===== src/common/radio_pkg.sv =====
// Shared types, settings bus addresses and reset values imported by every radio core RTL block
`default_nettype none

package radio_pkg;

   ////////////////////////////////////////////////////////////////////////////
   // Widths

   localparam int DAC_W    = 12;  // One DAC converter word
   localparam int SAMPLE_W = 24;  // I or Q after the DSP chain
   localparam int TIME_W   = 64;  // VITA time
   localparam int LED_W    = 8;

   ////////////////////////////////////////////////////////////////////////////
   // Settings bus address map

   localparam logic [7:0] SR_MISC        = 8'd0;    // 7 regs
   localparam logic [7:0] SR_TESTSIG     = 8'd8;    // One per DAC
   localparam logic [7:0] SR_TIME64      = 8'd10;
   localparam logic [7:0] SR_RX_FRONT_SW = 8'd176;
   localparam logic [7:0] SR_TX_FRONT_SW = 8'd177;
   localparam logic [7:0] SR_DIVSW       = 8'd180;  // 2 regs

   // Offsets inside the MISC block
   localparam logic [7:0] SR_LED_SW_OFS  = 8'd3;
   localparam logic [7:0] SR_BLDR_OFS    = 8'd5;
   localparam logic [7:0] SR_LED_SRC_OFS = 8'd6;

   // Offsets inside the TIME64 block
   localparam logic [7:0] SR_TIME_HI_OFS = 8'd0;
   localparam logic [7:0] SR_TIME_LO_OFS = 8'd1;  // Writing this one loads the time

   ////////////////////////////////////////////////////////////////////////////
   // Reset values

   // Run indicators on LEDs 4..1 by default
   localparam logic [LED_W-1:0] LED_SRC_RESET = 8'h1E;
   localparam logic [1:0]       DIVSW_RESET   = 2'b11;  // Both switches on

   ////////////////////////////////////////////////////////////////////////////
   // Bundles

   // One settings write valid for the single cycle where stb is high
   typedef struct packed {
      logic        stb;
      logic [7:0]  addr;
      logic [31:0] data;
   } set_bus_t;

   typedef struct packed {
      logic [SAMPLE_W-1:0] i;
      logic [SAMPLE_W-1:0] q;
      logic                ovf_i;  // ADC overflow on the I side
      logic                ovf_q;  // ADC overflow on the Q side
      logic                run;
   } rx_sample_t;

   typedef struct packed {
      logic [SAMPLE_W-1:0] i;
      logic [SAMPLE_W-1:0] q;
      logic                run;
   } tx_sample_t;

   typedef struct packed {
      logic [DAC_W-1:0] a;
      logic [DAC_W-1:0] b;
   } dac_pair_t;

   typedef struct packed {
      logic              stb;    // Single cycle
      logic [TIME_W-1:0] value;
   } time_load_t;

endpackage

`default_nettype wire


===== src/frontend/frontend_switch.sv =====
// Registered straight-or-crossed two-channel front-end switch; one instance per sample type
`timescale 1ns/1ps
`default_nettype none

module frontend_switch #(
   parameter type payload_t = logic
) (
   input  wire      dsp_clk,
   input  wire      por_rst,
   input  wire      core_rst_i,
   input  wire      swap_i,      // 1 = channels crossed
   input  payload_t ch0_i,
   input  payload_t ch1_i,
   output payload_t ch0_o,
   output payload_t ch1_o
);

   payload_t ch0_q;
   payload_t ch1_q;

   // One cycle of latency in both modes
   always_ff @(posedge dsp_clk) begin
      if (por_rst || core_rst_i) begin
         ch0_q <= '0;
         ch1_q <= '0;
      end else if (swap_i) begin
         ch0_q <= ch1_i;  // Crossed
         ch1_q <= ch0_i;
      end else begin
         ch0_q <= ch0_i;
         ch1_q <= ch1_i;
      end
   end

   assign ch0_o = ch0_q;
   assign ch1_o = ch1_q;

endmodule

`default_nettype wire


===== src/boot_ctrl/boot_ctrl_fsm.sv =====
// Boot control; holds boot mode until the bootloader reports done, then pulses the core reset
`timescale 1ns/1ps
`default_nettype none

module boot_ctrl_fsm (
   input  wire  dsp_clk,
   input  wire  por_rst,
   input  wire  bldr_done_i,   // Set by the bootloader over the settings bus
   output logic core_rst_o,    // One cycle
   output logic boot_mode_o
);

   typedef enum logic {
      ST_WAIT = 1'b0,
      ST_DONE = 1'b1
   } boot_state_t;

   boot_state_t state;
   logic        core_rst;

   always_ff @(posedge dsp_clk) begin
      if (por_rst) begin
         state    <= ST_WAIT;
         core_rst <= 1'b0;
      end else begin
         case (state)
            ST_WAIT: begin
               core_rst <= 1'b0;
               if (bldr_done_i) begin
                  state    <= ST_DONE;
                  core_rst <= 1'b1;  // Restart the core once
               end
            end

            // Only por_rst leaves this state
            ST_DONE: begin
               core_rst <= 1'b0;
            end

            default: begin
               state    <= ST_WAIT;
               core_rst <= 1'b0;
            end
         endcase
      end
   end

   assign core_rst_o  = core_rst;
   assign boot_mode_o = (state == ST_WAIT);

endmodule

`default_nettype wire


===== src/timing/vita_timer.sv =====
// 64-bit VITA time counter; loaded from the settings bank, captured on each PPS rising edge
`timescale 1ns/1ps
`default_nettype none

module vita_timer (
   input  wire                          dsp_clk,
   input  wire                          por_rst,
   input  wire                          core_rst_i,
   input  radio_pkg::time_load_t        time_load_i,
   input  wire                          pps_i,          // Asynchronous
   output logic [radio_pkg::TIME_W-1:0] vita_time_o,
   output logic [radio_pkg::TIME_W-1:0] vita_time_pps_o,
   output logic                         pps_int_o
);

   import radio_pkg::*;

   logic [TIME_W-1:0] vita_time;
   logic [TIME_W-1:0] vita_time_pps;
   logic              pps_int;
   logic              pps_meta;
   logic              pps_sync;
   logic              pps_del;
   logic              pps_edge;

   ////////////////////////////////////////////////////////////////////////////
   // PPS synchronizer and edge detect

   always_ff @(posedge dsp_clk) begin
      if (por_rst) begin
         pps_meta <= 1'b0;
         pps_sync <= 1'b0;
         pps_del  <= 1'b0;
      end else begin
         pps_meta <= pps_i;
         pps_sync <= pps_meta;
         pps_del  <= pps_sync;
      end
   end

   assign pps_edge = pps_sync & ~pps_del;  // Rising

   ////////////////////////////////////////////////////////////////////////////
   // Time counter

   always_ff @(posedge dsp_clk) begin
      if (por_rst || core_rst_i) begin
         vita_time <= '0;
      end else if (time_load_i.stb) begin
         vita_time <= time_load_i.value;
      end else begin
         vita_time <= vita_time + 64'd1;
      end
   end

   // Capture the current time; one less than the counter while pps_int is up
   always_ff @(posedge dsp_clk) begin
      if (por_rst || core_rst_i) begin
         vita_time_pps <= '0;
         pps_int       <= 1'b0;
      end else begin
         pps_int <= pps_edge;
         if (pps_edge) begin
            vita_time_pps <= vita_time;
         end
      end
   end

   assign vita_time_o     = vita_time;
   assign vita_time_pps_o = vita_time_pps;
   assign pps_int_o       = pps_int;

endmodule

`default_nettype wire


===== src/hdl/misc_ctrl_regs.sv =====
// Settings bus register bank; decodes writes and drives LEDs, diversity switches, DAC test words
`timescale 1ns/1ps
`default_nettype none

module misc_ctrl_regs (
   input  wire                          dsp_clk,
   input  wire                          por_rst,
   input  radio_pkg::set_bus_t          set_i,
   input  wire [radio_pkg::LED_W-1:0]   led_hw_i,     // Hardware run indicators
   output logic [radio_pkg::LED_W-1:0]  leds_o,
   output logic [1:0]                   div_sw_o,
   output radio_pkg::dac_pair_t         dac0_o,
   output radio_pkg::dac_pair_t         dac1_o,
   output logic                         rx_swap_o,
   output logic                         tx_swap_o,
   output logic                         bldr_done_o,
   output radio_pkg::time_load_t        time_load_o
);

   import radio_pkg::*;

   logic [LED_W-1:0] led_sw;     // Software pattern
   logic [LED_W-1:0] led_src;    // 1 = hardware, 0 = software
   logic [1:0]       div_sw;
   logic [31:0]      testsig0;
   logic [31:0]      testsig1;
   logic             rx_swap;
   logic             tx_swap;
   logic             bldr_done;
   logic [31:0]      time_hi;    // Held until the low word arrives
   time_load_t       time_load;

   ////////////////////////////////////////////////////////////////////////////
   // Write decode

   always_ff @(posedge dsp_clk) begin
      if (por_rst) begin
         led_sw    <= '0;
         led_src   <= LED_SRC_RESET;
         div_sw    <= DIVSW_RESET;
         testsig0  <= '0;
         testsig1  <= '0;
         rx_swap   <= 1'b0;
         tx_swap   <= 1'b0;
         bldr_done <= 1'b0;
         time_hi   <= '0;
         time_load <= '0;
      end else begin
         time_load.stb <= 1'b0;  // Pulse
         if (set_i.stb) begin
            case (set_i.addr)
               SR_MISC + SR_LED_SW_OFS:  led_sw    <= set_i.data[LED_W-1:0];
               SR_MISC + SR_BLDR_OFS:    bldr_done <= set_i.data[0];
               SR_MISC + SR_LED_SRC_OFS: led_src   <= set_i.data[LED_W-1:0];
               SR_TESTSIG:               testsig0  <= set_i.data;
               SR_TESTSIG + 8'd1:        testsig1  <= set_i.data;
               SR_TIME64 + SR_TIME_HI_OFS: time_hi <= set_i.data;
               SR_TIME64 + SR_TIME_LO_OFS: begin
                  // Low word completes the 64-bit value
                  time_load.stb   <= 1'b1;
                  time_load.value <= {time_hi, set_i.data};
               end
               SR_RX_FRONT_SW:           rx_swap   <= set_i.data[0];
               SR_TX_FRONT_SW:           tx_swap   <= set_i.data[0];
               SR_DIVSW:                 div_sw[0] <= set_i.data[0];
               SR_DIVSW + 8'd1:          div_sw[1] <= set_i.data[0];
               default: ;
            endcase
         end
      end
   end

   ////////////////////////////////////////////////////////////////////////////
   // Outputs

   // Per-bit choice between hardware and software
   assign leds_o = (led_src & led_hw_i) | (~led_src & led_sw);

   // Top 12 bits of each half go to the DAC
   assign dac0_o.a = testsig0[31:20];
   assign dac0_o.b = testsig0[15:4];
   assign dac1_o.a = testsig1[31:20];
   assign dac1_o.b = testsig1[15:4];

   assign div_sw_o    = div_sw;
   assign rx_swap_o   = rx_swap;
   assign tx_swap_o   = tx_swap;
   assign bldr_done_o = bldr_done;
   assign time_load_o = time_load;  // Timer applies it on the next edge

endmodule

`default_nettype wire


===== src/hdl/radio_core.sv =====
// Radio core top level; wires settings bank, boot FSM, VITA timer and front-end switches
`timescale 1ns/1ps
`default_nettype none

module radio_core (
   input  wire                          dsp_clk,
   input  wire                          por_rst,
   input  radio_pkg::set_bus_t          set_i,
   input  wire                          pps_i,

   // Samples from the DSP chains
   input  radio_pkg::rx_sample_t        rx0_i,
   input  radio_pkg::rx_sample_t        rx1_i,
   input  radio_pkg::tx_sample_t        tx0_i,
   input  radio_pkg::tx_sample_t        tx1_i,

   // Samples after the front-end switches
   output radio_pkg::rx_sample_t        rx0_o,
   output radio_pkg::rx_sample_t        rx1_o,
   output radio_pkg::tx_sample_t        tx0_o,
   output radio_pkg::tx_sample_t        tx1_o,

   output logic [radio_pkg::LED_W-1:0]  leds_o,
   output logic [1:0]                   div_sw_o,
   output radio_pkg::dac_pair_t         dac0_o,
   output radio_pkg::dac_pair_t         dac1_o,
   output logic [radio_pkg::TIME_W-1:0] vita_time_o,
   output logic [radio_pkg::TIME_W-1:0] vita_time_pps_o,
   output logic                         pps_int_o,
   output logic                         boot_mode_o
);

   import radio_pkg::*;

   logic             bldr_done;
   logic             core_rst;    // One-cycle pulse once the bootloader is done
   logic             rx_swap;
   logic             tx_swap;
   time_load_t       time_load;
   logic [LED_W-1:0] led_hw;

   // Run indicators after the swap, LEDs 4..1
   assign led_hw = {3'b000, tx0_o.run, rx0_o.run, tx1_o.run, rx1_o.run, 1'b0};

   ////////////////////////////////////////////////////////////////////////////
   // Settings and boot

   misc_ctrl_regs regs (
      .dsp_clk     (dsp_clk),
      .por_rst     (por_rst),
      .set_i       (set_i),
      .led_hw_i    (led_hw),
      .leds_o      (leds_o),
      .div_sw_o    (div_sw_o),
      .dac0_o      (dac0_o),
      .dac1_o      (dac1_o),
      .rx_swap_o   (rx_swap),
      .tx_swap_o   (tx_swap),
      .bldr_done_o (bldr_done),
      .time_load_o (time_load)
   );

   boot_ctrl_fsm boot (
      .dsp_clk     (dsp_clk),
      .por_rst     (por_rst),
      .bldr_done_i (bldr_done),
      .core_rst_o  (core_rst),
      .boot_mode_o (boot_mode_o)
   );

   ////////////////////////////////////////////////////////////////////////////
   // Timing and front end

   vita_timer timer (
      .dsp_clk         (dsp_clk),
      .por_rst         (por_rst),
      .core_rst_i      (core_rst),
      .time_load_i     (time_load),
      .pps_i           (pps_i),
      .vita_time_o     (vita_time_o),
      .vita_time_pps_o (vita_time_pps_o),
      .pps_int_o       (pps_int_o)
   );

   frontend_switch #(.payload_t(rx_sample_t)) rx_sw (
      .dsp_clk    (dsp_clk),
      .por_rst    (por_rst),
      .core_rst_i (core_rst),
      .swap_i     (rx_swap),
      .ch0_i      (rx0_i),
      .ch1_i      (rx1_i),
      .ch0_o      (rx0_o),
      .ch1_o      (rx1_o)
   );

   frontend_switch #(.payload_t(tx_sample_t)) tx_sw (
      .dsp_clk    (dsp_clk),
      .por_rst    (por_rst),
      .core_rst_i (core_rst),
      .swap_i     (tx_swap),
      .ch0_i      (tx0_i),
      .ch1_i      (tx1_i),
      .ch0_o      (tx0_o),
      .ch1_o      (tx1_o)
   );

endmodule

`default_nettype wire


===== config.mk =====
export PLATFORM = sky130hd
export DESIGN_NAME = radio_core
export DESIGN_NICKNAME = d
export VERILOG_FILES = /design/src/common/radio_pkg.sv /design/src/frontend/frontend_switch.sv /design/src/boot_ctrl/boot_ctrl_fsm.sv /design/src/timing/vita_timer.sv /design/src/hdl/misc_ctrl_regs.sv /design/src/hdl/radio_core.sv
export SDC_FILE = /design/constraint.sdc
export NUM_CORES = 1
export LEC_CHECK = 0
export BUFFER_PORTS_ARGS = -buffer_cell sky130_fd_sc_hd__buf_2
export CAP_MARGIN = 20
export CORE_AREA = 3 3 244 246
export DETAILED_ROUTE_END_ITERATION = 7
export DIE_AREA = 0 0 247 249
export PLACE_DENSITY = 0.65
export SYNTH_ARGS = -nofsm -noshare
export SYNTH_HDL_FRONTEND = slang
export SYNTH_HIERARCHICAL = 1
export SYNTH_SLANG_ARGS = --single-unit

===== constraint.sdc =====
create_clock -name dsp_clk -period 4.8 [get_ports dsp_clk]
set_input_delay 0.72 -clock dsp_clk [delete_from_list [all_inputs] [get_ports dsp_clk]]
set_output_delay 0.72 -clock dsp_clk [all_outputs]
set_load 0.1 [all_outputs]

==> impl_metrics.env, run 1 <==
export IMPL_status="finished clean"
export IMPL_grt_max_degree=93
export IMPL_fp_dieH_um=249
export IMPL_fin_tns_setup_ns=0
export IMPL_ioPinCount=632
export IMPL_hold_class="input pin to flop"
export IMPL_initial_core_util=0.341
export IMPL_die_area_mm2=0.0615
export IMPL_final_period_utilization=0.576
export IMPL_synth_xor_area_frac=0.0277
export IMPL_cts_tree="built"
export IMPL_final_core_util=0.431
export IMPL_cp_required_ns=5.27
export IMPL_first_pass_iters=6
export IMPL_synth_top_area_share=0.510
export IMPL_finalHoldViolCount=0
export IMPL_synth_common_cells="dfxtp_1 (500), mux2i_1 (374), nor2_1 (258)"
export IMPL_async_flop_share=0
export IMPL_clkSinkCount=500
export IMPL_fp_dieW_um=247
export IMPL_cp_end_kind="flop"
export IMPL_crit_type="flop to flop"
export IMPL_grt_pass1_vias=15800
export IMPL_synthesis_instances=1966
export IMPL_core_mm2=0.0576
export IMPL_cap_violations=0
export IMPL_worst_slew_pin_slew_ns=1.05
export IMPL_port_buffers=631
export IMPL_clockBufferDepth=3
export IMPL_syn_area_per_cell_um2=9.99
export IMPL_synth_most_common_cell="dfxtp_1"
export IMPL_rows=88
export IMPL_cp_start_kind="flop"
export IMPL_drc=0
export IMPL_wirelength_um=63500
export IMPL_synth_top_family_by_area="multiplexers"
export IMPL_ctsHoldBuffers=0
export IMPL_antenna_found_initial=7
export IMPL_rsz0062_at_grt="no"
export IMPL_min_period_ns=2.77
export IMPL_cp_max_fo=6
export IMPL_post_cts_setup_buffers=0
export IMPL_first_iter_violations=944
export IMPL_worstSkewPairLatency_ns=0.60
export IMPL_slew_headroom=0.301
export IMPL_vias=16000
export IMPL_skew_ns=0.0152
export IMPL_syn_area_mm2=0.0196
export IMPL_antenna_left=0
export IMPL_yosys_top_cells_area="dfxtp_1 (51%), mux2i_1 (19%), nand2b_1 (6.1%)"
export IMPL_setup_violations_final=0
export IMPL_synth_edff_count=0
export IMPL_postCtsResizedCells=0
export IMPL_synth_compound_area_frac=0.0418
export IMPL_post_dp_hpwl_um=48300
export IMPL_overflow=0
export IMPL_viasPerCell=4.77
export IMPL_synth_fa_ha_area_frac=0.000637
export IMPL_yosys_warnings=6
export IMPL_peakVddDrop_uv=279
export IMPL_ys_flop_type="dfxtp_1"
export IMPL_synth_top_area_cell="dfxtp_1"
export IMPL_gp_congestion=0.940
export IMPL_drive_above_1_share=0.294
export IMPL_worstPathArrival_ns=3.24
export IMPL_cts_root_buf="clkbuf_16"
export IMPL_leakage_nw=11.2
export IMPL_maxSlewViolCount=0
export IMPL_grt_use_total=0.196
export IMPL_power_density_mw_per_mm2=384
export IMPL_cts_htree_levels=2
export IMPL_numCtsBuffers=53
export IMPL_synthMuxAreaShare=0.195
export IMPL_nets=2790
export IMPL_synthToLayoutAreaGrowth_pct=26.4
export IMPL_synth_seq_cells=500
export IMPL_synth_cell_types=47
export IMPL_wl_per_cell_um=19.0
export IMPL_grt_pass1_wl_um=93300
export IMPL_clk_pin_slew_ns=0.06
export IMPL_ys_seq_area_frac=0.510
export IMPL_fmax_mhz=361
export IMPL_yosys_area_share_simple=0.181
[metal layers]
metal | up-vias | track usage | share of wire
met1 | 7534 | 0.244 | 0.42
met2 | 570 | 0.319 | 0.47
li1 | 7746 | - | -
met5 | - | 0 | 0.00020
met3 | 141 | 0.0515 | 0.073
met4 | 2 | 0.0803 | 0.037
[layout make-up]
cell class,count,area (um2)
clock buffer,80,1570
tap,765,957
multi-input combinational,1335,8790
antenna,4,10.0
sequential,500,10000
inverter,6,22.5
timing repair buffer,649,3320
fill,5612,32800
clock inverter,11,143
[logic make-up (layout without fill, tap and decap cells)]
family          Yosys count  after routing
compound gates          162            162
xor+xnor                 62             62
fa+ha+maj                 1              1
buf+inv                 134            746
flops                   500            500
mux                     382            382
other cells               1              8
simple gates            724            724
[cells in the final DEF, fill, tap and decap left out, drive strengths merged, types with 10 or more instances in the layout]
cell type / synthesis / routed
xnor2: 34 / 34
nand3: 34 / 34
dfxtp: 500 / 500
nand2: 159 / 159
o21ai: 42 / 42
nand2b: 193 / 193
nand4: 23 / 23
buf: 60 / 649
xor2: 28 / 28
nor3: 13 / 13
clkbuf: 68 / 80
mux2i: 374 / 374
nor2: 258 / 258
a21oi: 117 / 117
and3: 10 / 10
[sequential cells by signal, summed over array words and instances, names as in the netlist, 2 cells and up]
name and flops:
rx_sw/ch1_o 51, timer/vita_time_o 64, tx_sw/ch1_o 49, regs/testsig0 24, regs/div_sw_o 2, rx_sw/ch0_o 51
regs/led_sw 8, timer/vita_time_pps_o 64, tx_sw/ch0_o 49, regs/testsig1 24, regs/led_src 8, regs/time_hi 32
regs/time_load_o 65
[worst max-delay path, cell delays in order (launching register included)]
cell and delay [ns]:
dfxtp_1 0.52, nand4_2 0.20, nor4_1 0.82, nand4_1 0.51, nor3_1 0.35, xnor2_1 0.15, a21oi_1 0.09
[power by group]
part           leakage (nW)  internal (mW)  switching [mW]
Clock                 0.829           2.35            1.68
Sequential             4.09           4.24          0.0307
Combinational          6.24          0.232           0.993
[through the flow]
stage | instance area, um2 | total power [mW] | instances | setup WS, ns | hold slack, ns
after global routing | 24800 | 9.86 | 3349 | 1.74 | 0.350
after global placement | 23100 | 5.58 | 3253 | 1.94 | 0.426
after detailed placement | 23100 | 5.59 | 3254 | 1.94 | 0.440
after floorplan | 19700 | 5.27 | 1969 | 1.91 | 0.414
final | 24800 | 9.53 | 3350 | 2.03 | 0.363
after CTS | 24800 | 9.65 | 3345 | 2.07 | 0.308
[path summary, 6_finish.rpt]
| kind | startpoint | slack, ns | depth (start not counted) | to |
|---|---|---|---|---|
| worst max-delay path | timer/vita_time_o[38] | 2.03 | 6 | timer/vita_time_o[63] |
| worst min register to register | timer/pps_meta | 0.45 | 1 | timer/pps_sync |
| worst min-delay path | pps_i | 0.36 | 2 | timer/pps_meta |
| worst max register to register | timer/vita_time_o[38] | 2.03 | 6 | timer/vita_time_o[63] |
Note: power is estimated with default switching activity, not from simulation.
==> run 2, diff against run 1 <==
--- a/config.mk
+++ b/config.mk
@@ -5,12 +5,13 @@
 export SDC_FILE = /design/constraint.sdc
 export NUM_CORES = 1
 export LEC_CHECK = 0
+export ABC_AREA = 1
 export BUFFER_PORTS_ARGS = -buffer_cell sky130_fd_sc_hd__buf_2
 export CAP_MARGIN = 20
-export CORE_AREA = 3 3 244 246
+export CORE_AREA = 3 3 246 248
 export DETAILED_ROUTE_END_ITERATION = 7
-export DIE_AREA = 0 0 247 249
-export PLACE_DENSITY = 0.65
+export DIE_AREA = 0 0 249 251
+export PLACE_DENSITY = 0.7
 export SYNTH_ARGS = -nofsm -noshare
 export SYNTH_HDL_FRONTEND = slang
 export SYNTH_HIERARCHICAL = 1
==> constraint.sdc (replaced) <==
create_clock -name dsp_clk -period 2.4 [get_ports dsp_clk]
set_input_delay 0.36 -clock dsp_clk [delete_from_list [all_inputs] [get_ports dsp_clk]]
set_output_delay 0.36 -clock dsp_clk [all_outputs]
set_load 0.1 [all_outputs]
==> impl_metrics.env, run 2 <==
export IMPL_core_mm2=0.0587
export IMPL_peakVddDrop_uv=591
export IMPL_grt_max_degree=97
export IMPL_cp_end_kind="output pin"
export IMPL_vias=22500
export IMPL_numCtsBuffers=54
export IMPL_worstHoldStart="tx1_i[20]"
export IMPL_post_dp_hpwl_um=57600
export IMPL_worst_slew_pin_slew_ns=0.679
export IMPL_cts_htree_levels=2
export IMPL_worstSkewPairLatency_ns=0.62
export IMPL_leakage_nw=15.3
export IMPL_nets=4316
export IMPL_drc=0
export IMPL_antenna_found_initial=12
export IMPL_reg2reg_slack_ns=0.57
export IMPL_synth_top_area_cell="dfxtp_1"
export IMPL_yosys_top_cells_area="dfxtp_1 (46%), nor2_1 (18%), nand2_1 (15%)"
export IMPL_hold_depth=3
export IMPL_slew_headroom=0.544
export IMPL_cts_tree="built"
export IMPL_ff2ff_path_depth=10
export IMPL_p_sw_mw=6.30
export IMPL_fmax_mhz=477
export IMPL_cpLargestDelayFamily="buffers and inverters"
export IMPL_p_seq_frac=0.417
export IMPL_cp_required_ns=2.04
export IMPL_worstPathArrival_ns=1.74
export IMPL_clkSinkCount=500
export IMPL_ioPinCount=632
export IMPL_fp_dieW_um=249
export IMPL_comb_power_share=0.164
export IMPL_report_power_total_mw=20.7
export IMPL_syn_area_per_cell_um2=6.54
export IMPL_hold_class="input pin to flop"
export IMPL_layout_common_cells="nor2_1 (1017), nand2_1 (857), buf_2 (631)"
export IMPL_cp_slowest_stage_delay_ns=0.48
export IMPL_synth_top_area_share=0.462
export IMPL_antenna_left=0
export IMPL_synth_edff_count=0
export IMPL_initial_core_util=0.369
export IMPL_pwr_share_clk=0.419
export IMPL_crit_type="flop to output pin"
export IMPL_synth_most_common_cell="nor2_1"
export IMPL_clockBufferDepth=3
export IMPL_syn_area_mm2=0.0217
export IMPL_grt_use_total=0.240
export IMPL_fp_dieH_um=251
export IMPL_fin_tns_setup_ns=0
export IMPL_wl_per_cell_um=16.2
export IMPL_path_cells="buf_4, buf_2"
export IMPL_synthToLayoutAreaGrowth_pct=34.7
export IMPL_p_int_mw=14.4
export IMPL_power_density_mw_per_mm2=709
export IMPL_overflow=0
export IMPL_final_cell_area_mm2=0.0292
export IMPL_cp_slowest_cell="dfxtp_1"
export IMPL_cap_violations=0
export IMPL_skew_ns=0.0438
export IMPL_rr_endpoint="timer/vita_time_o[50]"
export IMPL_viasPerCell=4.61
export IMPL_setup_violations_final=0
export IMPL_placed_cell_area_mm2=0.0256
export IMPL_r2r_start="timer/vita_time_o[1]"
export IMPL_drive_above_1_share=0.204
export IMPL_cts_root_buf="clkbuf_16"
export IMPL_largest_reg_flops=65
export IMPL_gp_congestion=0.984
export IMPL_yosys_warnings=6
export IMPL_synth_seq_cells=500
export IMPL_clk_pin_slew_ns=0.07
export IMPL_synth_common_cells="nor2_1 (1020), nand2_1 (857), dfxtp_1 (500)"
export IMPL_swShare=0.304
export IMPL_min_period_ns=2.10
export IMPL_final_common_cell="nor2_1"
export IMPL_first_pass_iters=6
export IMPL_first_iter_violations=2005
export IMPL_postCtsResizedCells=0
export IMPL_holdPathEnd="tx_sw/ch1_o[20]"
export IMPL_status="finished clean"
export IMPL_finalHoldViolCount=0
export IMPL_cp_start_kind="flop"
export IMPL_maxSlewViolCount=0
export IMPL_port_buffers=631
export IMPL_cp_num_buf_inv=2
export IMPL_grt_pass1_wl_um=119000
export IMPL_grt_pass1_vias=20600
export IMPL_wirelength_um=79000
export IMPL_ys_flop_type="dfxtp_1"
export IMPL_synthesis_instances=3316
export IMPL_final_period_utilization=0.873
export IMPL_die_area_mm2=0.0625
export IMPL_ys_seq_area_frac=0.462
export IMPL_cp_max_fo=4
export IMPL_rows=89
export IMPL_synth_cell_types=32
export IMPL_async_flop_share=0
export IMPL_rsz0062_at_grt="no"
-- run 2: cell types whose count changed in the layout (fill, tap and decap cells not counted), moves of 79 or more --
cell | previous run | this run
nor2_1 | 257 | 1017
nand3_1 | 32 | 136
inv_1 | 5 | 374
mux2i_1 | 374 | 0
nand2_1 | 159 | 857
dlygate4sd3_1 | 0 | 176
a21oi_1 | 117 | 38
nand2b_1 | 192 | 0
-- run 2: power groups by stage --
stage	Clock (mW)	Sequential, mW	Combinational (mW)
after global placement	0	8.81	3.13
after global routing	9.24	8.65	3.57
after CTS	8.90	8.63	3.39
after detailed placement	0	8.81	3.14
after floorplan	0	10.5	0.647
final	8.67	8.63	3.40
-- run 2: final cells by class --
class / instances / area, um2
Tap cell: 773 / 967
Antenna cell: 2 / 5.00
Clock inverter: 21 / 258
Multi-Input combinational cell: 2274 / 9420
Timing Repair Buffer: 856 / 5480
Sequential cell: 500 / 10000
Clock buffer: 78 / 1610
Inverter: 385 / 1450
Fill cell: 5689 / 29500
-- run 2: how the worst max path moves through the flow --
stage	startpoint	end	cells past startpoint
detailed placement	set_i[36]	regs/time_load_o[8]	8
global route	timer/vita_time_o[28]	vita_time_o[28]	2
finish	timer/vita_time_o[28]	vita_time_o[28]	2
global placement	set_i[36]	regs/time_load_o[4]	8
CTS	rx_sw/ch0_o[0]	leds_o[3]	2
floorplan	timer/vita_time_o[1]	timer/vita_time_o[20]	9
-- run 2: cell families (layout without fill, tap and decap cells) --
| group | count (synthesis) | after routing | share of synthesized area |
|---|---|---|---|
| AO/OA/AOI/OAI | 151 | 151 | 0.0349 |
| buffers and inverters | 545 | 1340 | 0.106 |
| multiplexers | 8 | 8 | 0.00415 |
| flip-flops | 500 | 500 | 0.462 |
| adder cells (fa/ha/maj) | 1 | 1 | 0.000577 |
| other | 1 | 6 | 0.000173 |
| XOR/XNOR | 31 | 31 | 0.0125 |
| AND/OR/NAND/NOR | 2079 | 2079 | 0.380 |
-- run 2: metal layers --
metal,global-route usage,up-vias,part of all wire
li1,-,11400,-
met1,0.311,9989,0.43
met2,0.377,986,0.44
met3,0.0642,204,0.089
met4,0.104,10,0.045
met5,0,-,0.0010
-- run 2: what timing repair did --
| action | in CTS | in global routing |
|---|---|---|
| hold buffers | 176 | 0 |
| hold endpoints to repair | 176 | 0 |
| setup buffers | 0 | 0 |
-- run 2: metrics by stage --
step	utilization	cells	hold WS [ns]	setup slack, ns
floorplan	-	3319	0.388	0.0210
global placement	0.436	4612	0.407	0.546
detailed placement	0.436	4612	0.407	0.523
CTS	0.497	4887	0.00103	0.279
global route	0.498	4889	0.0329	0.262
finish	0.498	4889	0.0509	0.305
-- run 2: worst min-delay path, stage by stage --
cell and delay [ns]:
buf_2 0.11, nor2_1 0.08, nor2_1 0.06
